`src/bufreg_pkg.sv`:
```
package bufreg_pkg;

    // one machine word, same width in stacks, sense bus and buffer register
    typedef logic [11:0] word_t;
    typedef logic [11:0] half_sel_t;
    typedef logic [3:0]  waddr_t;
    // one bit per stack, a is bit 0
    typedef logic [3:0]  stack_mask_t;

    localparam int NUM_STACKS = 4;

    // Y half is the upper six bits, Z half the lower six
    localparam half_sel_t HALF_Y = 12'hFC0;
    localparam half_sel_t HALF_Z = 12'h03F;

    // AXI byte addresses
    localparam logic [11:0] REG_BR     = 12'h000;
    localparam logic [11:0] REG_BRN    = 12'h004;
    localparam logic [11:0] REG_TRY    = 12'h008;
    localparam logic [11:0] REG_TRZ    = 12'h00C;
    localparam logic [11:0] REG_GATHER = 12'h010;
    localparam logic [11:0] REG_STATUS = 12'h014;
    localparam logic [11:0] STACK_BASE = 12'h100;

    localparam logic [1:0] RESP_OKAY   = 2'b00;
    localparam logic [1:0] RESP_SLVERR = 2'b10;

    typedef enum logic {
        ARB_IDLE,
        ARB_SCAN
    } arb_state_t;

endpackage
```
`src/bufreg_top.sv`:
```
`timescale 1ns/1ps
`default_nettype none

module bufreg_top import bufreg_pkg::*; (
    input  logic        v1,
    input  logic        arst_n,
    input  logic [11:0] awaddr,
    input  logic        awvalid,
    output logic        awready,
    input  logic [31:0] wdata,
    input  logic [3:0]  wstrb,
    input  logic        wvalid,
    output logic        wready,
    output logic [1:0]  bresp,
    output logic        bvalid,
    input  logic        bready,
    input  logic [11:0] araddr,
    input  logic        arvalid,
    output logic        arready,
    output logic [31:0] rdata,
    output logic [1:0]  rresp,
    output logic        rvalid,
    input  logic        rready
);

    stack_mask_t stack_we;
    waddr_t      stack_waddr;
    word_t       stack_wdata;
    word_t       tr_data;
    logic        br_clear;
    logic        tr_y;
    logic        tr_z;
    logic        gather_start;
    waddr_t      gather_addr;
    stack_mask_t gather_mask;
    stack_mask_t sense_req;
    word_t       sense_data_a;
    word_t       sense_data_b;
    word_t       sense_data_c;
    word_t       sense_data_d;
    word_t       sense_bus;
    logic        sense_strobe;
    logic        busy;
    word_t       br;
    word_t       br_n;

    axil_bufreg_port u_port (
        .v1           (v1),
        .arst_n       (arst_n),
        .awaddr       (awaddr),
        .awvalid      (awvalid),
        .awready      (awready),
        .wdata        (wdata),
        .wstrb        (wstrb),
        .wvalid       (wvalid),
        .wready       (wready),
        .bresp        (bresp),
        .bvalid       (bvalid),
        .bready       (bready),
        .araddr       (araddr),
        .arvalid      (arvalid),
        .arready      (arready),
        .rdata        (rdata),
        .rresp        (rresp),
        .rvalid       (rvalid),
        .rready       (rready),
        .br           (br),
        .br_n         (br_n),
        .busy         (busy),
        .stack_we     (stack_we),
        .stack_waddr  (stack_waddr),
        .stack_wdata  (stack_wdata),
        .tr_data      (tr_data),
        .br_clear     (br_clear),
        .tr_y         (tr_y),
        .tr_z         (tr_z),
        .gather_start (gather_start),
        .gather_addr  (gather_addr),
        .gather_mask  (gather_mask)
    );

    core_stack stack_a (
        .v1 (v1), .arst_n (arst_n), .we (stack_we[0]), .waddr (stack_waddr),
        .wdata (stack_wdata), .sense_addr (gather_addr), .sense_req (sense_req[0]),
        .sense_data (sense_data_a)
    );

    core_stack stack_b (
        .v1 (v1), .arst_n (arst_n), .we (stack_we[1]), .waddr (stack_waddr),
        .wdata (stack_wdata), .sense_addr (gather_addr), .sense_req (sense_req[1]),
        .sense_data (sense_data_b)
    );

    core_stack stack_c (
        .v1 (v1), .arst_n (arst_n), .we (stack_we[2]), .waddr (stack_waddr),
        .wdata (stack_wdata), .sense_addr (gather_addr), .sense_req (sense_req[2]),
        .sense_data (sense_data_c)
    );

    core_stack stack_d (
        .v1 (v1), .arst_n (arst_n), .we (stack_we[3]), .waddr (stack_waddr),
        .wdata (stack_wdata), .sense_addr (gather_addr), .sense_req (sense_req[3]),
        .sense_data (sense_data_d)
    );

    sense_arbiter u_arbiter (
        .v1           (v1),
        .arst_n       (arst_n),
        .gather_start (gather_start),
        .gather_mask  (gather_mask),
        .sense_data_a (sense_data_a),
        .sense_data_b (sense_data_b),
        .sense_data_c (sense_data_c),
        .sense_data_d (sense_data_d),
        .sense_req    (sense_req),
        .sense_bus    (sense_bus),
        .sense_strobe (sense_strobe),
        .busy         (busy)
    );

    buffer_register u_br (
        .v1           (v1),
        .arst_n       (arst_n),
        .clear        (br_clear),
        .sense_strobe (sense_strobe),
        .sense_bus    (sense_bus),
        .tr_y         (tr_y),
        .tr_z         (tr_z),
        .tr_data      (tr_data),
        .br           (br),
        .br_n         (br_n)
    );

endmodule

`default_nettype wire

```
`src/axil_bufreg_port.sv`:
```
`timescale 1ns/1ps
`default_nettype none

module axil_bufreg_port import bufreg_pkg::*; (
    input  logic        v1,
    input  logic        arst_n,
    input  logic [11:0] awaddr,
    input  logic        awvalid,
    output logic        awready,
    input  logic [31:0] wdata,
    input  logic [3:0]  wstrb,
    input  logic        wvalid,
    output logic        wready,
    output logic [1:0]  bresp,
    output logic        bvalid,
    input  logic        bready,
    input  logic [11:0] araddr,
    input  logic        arvalid,
    output logic        arready,
    output logic [31:0] rdata,
    output logic [1:0]  rresp,
    output logic        rvalid,
    input  logic        rready,
    input  word_t       br,
    input  word_t       br_n,
    input  logic        busy,
    output stack_mask_t stack_we,
    output waddr_t      stack_waddr,
    output word_t       stack_wdata,
    output word_t       tr_data,
    output logic        br_clear,
    output logic        tr_y,
    output logic        tr_z,
    output logic        gather_start,
    output waddr_t      gather_addr,
    output stack_mask_t gather_mask
);

    logic   wr_hs;
    logic   rd_hs;
    logic   is_stack;
    logic   wr_hit;
    logic   rd_hit;
    word_t  wword;
    waddr_t gather_addr_q;

    // address and data are taken in the same cycle
    assign awready = !busy && !bvalid;
    assign wready  = !busy && !bvalid;
    assign wr_hs   = awvalid && awready && wvalid && wready;

    assign wword = {wstrb[1] ? wdata[11:8] : 4'h0, wstrb[0] ? wdata[7:0] : 8'h00};

    assign is_stack = (awaddr[11:8] == STACK_BASE[11:8]) && (awaddr[1:0] == 2'b00);
    assign wr_hit   = is_stack || (awaddr == REG_BR) || (awaddr == REG_TRY)
                    || (awaddr == REG_TRZ) || (awaddr == REG_GATHER);

    // commands act at the accepting edge
    assign stack_we     = (wr_hs && is_stack) ? stack_mask_t'(4'b0001 << awaddr[7:6]) : '0;
    assign stack_waddr  = awaddr[5:2];
    assign stack_wdata  = wword;
    assign tr_data      = wword;
    assign br_clear     = wr_hs && (awaddr == REG_BR);
    assign tr_y         = wr_hs && (awaddr == REG_TRY);
    assign tr_z         = wr_hs && (awaddr == REG_TRZ);
    assign gather_start = wr_hs && (awaddr == REG_GATHER);
    assign gather_mask  = wword[7:4];

    // word address stays put for the stacks during the gather
    always_ff @(posedge v1) begin
        if (gather_start) begin
            gather_addr_q <= wword[3:0];
        end
    end

    // new address is already visible at the edge that starts the gather
    assign gather_addr = gather_start ? wword[3:0] : gather_addr_q;

    always_ff @(posedge v1 or negedge arst_n) begin
        if (!arst_n) begin
            bvalid <= 1'b0;
        end else if (wr_hs) begin
            bvalid <= 1'b1;
        end else if (bready) begin
            bvalid <= 1'b0;
        end
    end

    always_ff @(posedge v1) begin
        if (wr_hs) begin
            bresp <= wr_hit ? RESP_OKAY : RESP_SLVERR;
        end
    end

    assign arready = !rvalid;
    assign rd_hs   = arvalid && arready;
    assign rd_hit  = (araddr == REG_BR) || (araddr == REG_BRN) || (araddr == REG_STATUS);

    always_ff @(posedge v1 or negedge arst_n) begin
        if (!arst_n) begin
            rvalid <= 1'b0;
        end else if (rd_hs) begin
            rvalid <= 1'b1;
        end else if (rready) begin
            rvalid <= 1'b0;
        end
    end

    always_ff @(posedge v1) begin
        if (rd_hs) begin
            rresp <= rd_hit ? RESP_OKAY : RESP_SLVERR;
            case (araddr)
                REG_BR:     rdata <= {20'h0, br};
                REG_BRN:    rdata <= {20'h0, br_n};
                REG_STATUS: rdata <= {31'h0, busy};
                default:    rdata <= '0;
            endcase
        end
    end

endmodule

`default_nettype wire

```
`src/buffer_register.sv`:
```
`timescale 1ns/1ps
`default_nettype none

module buffer_register import bufreg_pkg::*; (
    input  logic  v1,
    input  logic  arst_n,
    input  logic  clear,
    input  logic  sense_strobe,
    input  word_t sense_bus,
    input  logic  tr_y,
    input  logic  tr_z,
    input  word_t tr_data,
    output word_t br,
    output word_t br_n
);

    word_t set_bits;
    word_t set_sense;
    word_t set_y;
    word_t set_z;

    // every source can only set bits, never clear them
    assign set_sense = sense_strobe ? sense_bus : '0;
    assign set_y     = tr_y ? (tr_data & HALF_Y) : '0;
    assign set_z     = tr_z ? (tr_data & HALF_Z) : '0;
    assign set_bits  = set_sense | set_y | set_z;

    // both rails are held as separate flops like the original latch pair
    always_ff @(posedge v1 or negedge arst_n) begin
        if (!arst_n) begin
            br   <= '0;
            br_n <= '1;
        end else if (clear) begin
            // clear has priority over any set in the same cycle
            br   <= '0;
            br_n <= '1;
        end else begin
            br   <= br | set_bits;
            br_n <= br_n & ~set_bits;
        end
    end

endmodule

`default_nettype wire

```
`src/sense_arbiter.sv`:
```
`timescale 1ns/1ps
`default_nettype none

module sense_arbiter import bufreg_pkg::*; (
    input  logic        v1,
    input  logic        arst_n,
    input  logic        gather_start,
    input  stack_mask_t gather_mask,
    input  word_t       sense_data_a,
    input  word_t       sense_data_b,
    input  word_t       sense_data_c,
    input  word_t       sense_data_d,
    output stack_mask_t sense_req,
    output word_t       sense_bus,
    output logic        sense_strobe,
    output logic        busy
);

    arb_state_t  state;
    stack_mask_t pending;
    logic [1:0]  ptr;
    logic [1:0]  cand;
    logic [1:0]  grant_idx;
    logic        found;

    // first pending stack after the last one granted
    always_comb begin
        found = 1'b0;
        grant_idx = ptr;
        cand = ptr;
        for (int i = 1; i <= NUM_STACKS; i++) begin
            cand = ptr + 2'(i);
            if (!found && pending[cand]) begin
                found = 1'b1;
                grant_idx = cand;
            end
        end
    end

    assign busy         = (state == ARB_SCAN);
    assign sense_strobe = busy && found;
    assign sense_req    = sense_strobe ? stack_mask_t'(4'b0001 << grant_idx) : '0;

    always_comb begin
        sense_bus = '0;
        if (sense_strobe) begin
            case (grant_idx)
                2'd0: sense_bus = sense_data_a;
                2'd1: sense_bus = sense_data_b;
                2'd2: sense_bus = sense_data_c;
                default: sense_bus = sense_data_d;
            endcase
        end
    end

    always_ff @(posedge v1 or negedge arst_n) begin
        if (!arst_n) begin
            state   <= ARB_IDLE;
            pending <= '0;
            // so that stack a is first after reset
            ptr     <= 2'd3;
        end else begin
            case (state)
                ARB_IDLE: begin
                    if (gather_start) begin
                        pending <= gather_mask;
                        state   <= ARB_SCAN;
                    end
                end
                ARB_SCAN: begin
                    // one extra cycle once everything has been sensed
                    if (pending == '0) begin
                        state <= ARB_IDLE;
                    end else begin
                        pending <= pending & ~sense_req;
                    end
                end
                default: state <= ARB_IDLE;
            endcase
            if (sense_strobe) begin
                ptr <= grant_idx;
            end
        end
    end

endmodule

`default_nettype wire

```
`src/core_stack.sv`:
```
`timescale 1ns/1ps
`default_nettype none

module core_stack import bufreg_pkg::*; (
    input  logic   v1,
    input  logic   arst_n,
    input  logic   we,
    input  waddr_t waddr,
    input  word_t  wdata,
    input  waddr_t sense_addr,
    input  logic   sense_req,
    output word_t  sense_data
);

    // 16 words of core, readout is non-destructive here
    word_t  mem [16];
    waddr_t addr_q;

    always_ff @(posedge v1) begin
        if (we) begin
            mem[waddr] <= wdata;
        end
    end

    // address follows the host while idle and is frozen
    // for as long as this stack is being sensed
    always_ff @(posedge v1 or negedge arst_n) begin
        if (!arst_n) begin
            addr_q <= '0;
        end else if (!sense_req) begin
            addr_q <= sense_addr;
        end
    end

    // drive zero when not selected so nothing leaks onto the bus
    assign sense_data = sense_req ? mem[addr_q] : '0;

endmodule

`default_nettype wire

```
`config.mk`:
```
export PLATFORM = sky130hd
export DESIGN_NAME = bufreg_top
export DESIGN_NICKNAME = d
export VERILOG_FILES = /design/src/bufreg_pkg.sv /design/src/bufreg_top.sv /design/src/axil_bufreg_port.sv /design/src/buffer_register.sv /design/src/sense_arbiter.sv /design/src/core_stack.sv
export SDC_FILE = /design/constraint.sdc
export NUM_CORES = 1
export LEC_CHECK = 0
export ABC_AREA = 1
export BUFFER_PORTS_ARGS = -buffer_cell sky130_fd_sc_hd__buf_4
export CAP_MARGIN = 20
export CORE_UTILIZATION = 58
export CTS_BUF_LIST = sky130_fd_sc_hd__clkbuf_4
export DETAILED_ROUTE_END_ITERATION = 8
export PLACE_DENSITY_LB_ADDON = 0.15
export SYNTH_ARGS = -nofsm -noshare
export SYNTH_HDL_FRONTEND = slang
export SYNTH_SLANG_ARGS = --single-unit
```
`constraint.sdc`:
```
create_clock -name v1 -period 2.3 [get_ports v1]
set_input_delay 0.46 -clock v1 [delete_from_list [all_inputs] [get_ports v1]]
set_output_delay 0.46 -clock v1 [all_outputs]
set_load 0.01 [all_outputs]
```
==> flow_summary.ini <==
[synthesis]
syn_area_um2 = 34400
seq_area_frac_synth = 0.722
synthMuxAreaShare = 0
synthTopCellsByArea = edfxtp_1, nand2_1, nand3_1, dfrtp_1, nor2_1
yosys.area.top_type = edfxtp_1
synth_most_common_cell = nand2_1
avgSynthCellArea_um2 = 11.6
synth-adder-area-share = 0
synth_cells = 2972
synth-seq-cells = 835
synth_edf_count = 782
ys_types = 37
synth_compound_area_frac = 0.0326
synth-main-ff-cell = edfxtp_1
yosys.area_share.simple = 0.211
yosys_warnings = 0
synth_top_family_by_area = simple AND/OR/NAND/NOR gates
synth_common_cells = nand2_1, edfxtp_1, nand3_1, nor2_1, o21ai_0
netlist.area_leader.share = 0.683
synthArstFlopShare = 0.0587
synthXorXnorAreaFrac = 0

[power_and_ir_drop]
leakage_uw = 0.0153
powerDensity_nw_per_um2 = 720
ir_drop_mv = 0.522

[clocking]
clockBufferDepth = 3
htree_num_levels = 4
clk_latency_ns = 1.05
cts_buffers = 200
cts_sinks = 835
cts.clk_slew.worst_paths_ns = 0.06
cts_tree = yes
clockRootBuffer = clkbuf_4

[critical_path]
worstRegToRegCells = 16
worstSetupStartpointType = register
path_class = register to register
crit_start = u_arbiter.ptr[0]
cp.arrival_ns = 3.22
crit_end = u_br.br[4]
crit_path_end_kind = register
cp.required_ns = 3.25
r2r-start = u_arbiter.ptr[0]
regToRegSetupSlack_ns = 0.03
cp_max_fo = 7
rr_endpoint = u_br.br[4]

[global_routing]
grt_pass1_wl_um = 135000
antenna_found_initial = 1
grt_pass1_vias = 23600
grt_usage = 0.302
gr-total-overflow = 0
grt_max_degree = 97

[routing]
num_vias = 24200
dr.pass1.iters = 6
ant_nets = 0
drt-total-wl_um = 88900
drc_errors = 0
drt-initial-drc-count = 2852
wire_per_inst_um = 21.0
detail_route.vias_per_cell = 5.74

[placement]
numPortBuffers = 63
dp_hpwl_um = 54800
routabilityCongestion = 0.925
dp_cells = 3823
place_ws_ns = -0.116
dpl-instance-area_um2 = 37300

[finish]
fillCellCount = 4177
layout-drive-gt1-share = 0.203
multiInputGateArea_um2 = 8610
area_growth_pct = 17.6
final-seq-area_um2 = 24800
final_cells = 4222
fin_nets = 3370
final_util = 0.695
final_area_um2 = 40400

[timing]
setup_viol = 0
hold_viol = 0
worstMarginPinSlew_ns = 0.773
fin_tns_setup_ns = 0
rsz0062_at_grt = yes
fin_ws_ns = 0.0280
fin_crit_ns = 2.27
fmax_mhz = 440
slew_headroom = 0.485
skew_ns = 0.0795
finalCritPeriodShare = 0.988
final_max_slew_viol_count = 0

[die]
ios = 108
dieHeight_um = 245
initial_core_util = 0.591
core_region_area_um2 = 58100
die_w_um = 245
dieArea_um2 = 60200
std_cell_rows = 88

[worst_hold_path]
min_from = awaddr[6]
min-delay-path-class = input port to register

[run_status]
status = finished clean

[job]
cap_viol_max_count = 0
repair_timing:
action                                  CTS  global route
endpoints found under the setup margin    7           177
resized for setup                         2            35
hold buffers                             31             0
endpoints found under the hold margin   202             0
setup buffers                             2             8
pin swaps                                 0            12
gates cloned                              0             2
state kept, by name, indices dropped and copies added (netlist names), 12 cells and up:
name / count
u_br.br: 12
stack_d.mem: 192
u_br.br_n: 12
u_port.rdata: 12
stack_b.mem: 192
stack_c.mem: 192
stack_a.mem: 192
report_power, final:
| group | switching (uW) | internal (uW) |
|---|---|---|
| registers | 11.9 | 16600 |
| logic | 471 | 204 |
| clock network | 5660 | 6150 |
metal layers:
metal | share of wire | track usage
met5 | 0 | 0
met4 | 0.028 | 0.122
met3 | 0.096 | 0.0742
met2 | 0.47 | 0.466
met1 | 0.41 | 0.416
cells in the final DEF (no fill, tap or decap), types with 5 or more instances in the layout:
master,instances
nand2_1,833
edfxtp_1,782
nand3_1,527
clkbuf_4,299
buf_4,198
nor2_1,171
o21ai_0,121
buf_12,67
inv_1,58
nand4_1,49
o22ai_1,48
clkinv_1,39
dfrtp_1,31
dlygate4sd3_1,30
inv_2,26
conb_1,22
nor2_4,21
nand2_2,18
nor2_2,15
dfstp_2,14
o21a_1,12
a21oi_1,11
nand2_4,7
buf_6,7
nand3_2,6
clkinv_2,6
a22oi_1,5
critical path, stage by stage (launching register included):
cell and delay (ns):
dfstp_2 0.65, buf_6 0.14, nand2_1 0.06, nand2_2 0.10
nand2_1 0.07, nand2_2 0.09, nand3_2 0.10, nand2_2 0.09
nand2_4 0.11, nor2_8 0.22, buf_6 0.16, nand3_1 0.09
nand2_2 0.12, nor2_4 0.06, nand4_1 0.07, nand2_1 0.06
inv_1 0.07
cell type report:
class | count | share of cell area
clock buffers | 299 | 0.0555
inverters | 80 | 0.00758
repair buffers | 302 | 0.0793
clock inverters | 56 | 0.00709
well taps | 765 | 0.0237
flip-flops and latches | 835 | 0.614
multi-input cells | 1884 | 0.213
diodes | 1 | 0.0000619
through the flow:
stage / total power [uW] / hold slack (ns)
6_report: 29100 / 0.122
5_1_grt: 30200 / 0.0651
4_1_cts: 29300 / 0.00794
3_5_place_dp: 17600 / 0.473
3_3_place_gp: 17500 / 0.470
2_1_floorplan: 17200 / 0.164
how the worst min path moves through the flow:
stage / end / cells after the start
global route: stack_c.mem[5][6] / 3
finish: u_arbiter.busy / 7
floorplan: stack_a.addr_q[0] / 0
global placement: u_br.br_n[4] / 2
CTS: u_port.bresp[1] / 6
detailed placement: u_br.br_n[4] / 2
cells by family (layout without fill, tap and decap cells):
family,count (synthesis),after routing
AOI/OAI and AO/OA,202,202
buffers and inverters,276,737
DFF,835,835
other,1,23
and+or+nand+nor,1658,1660
Note: power is estimated with default switching activity, not from simulation.
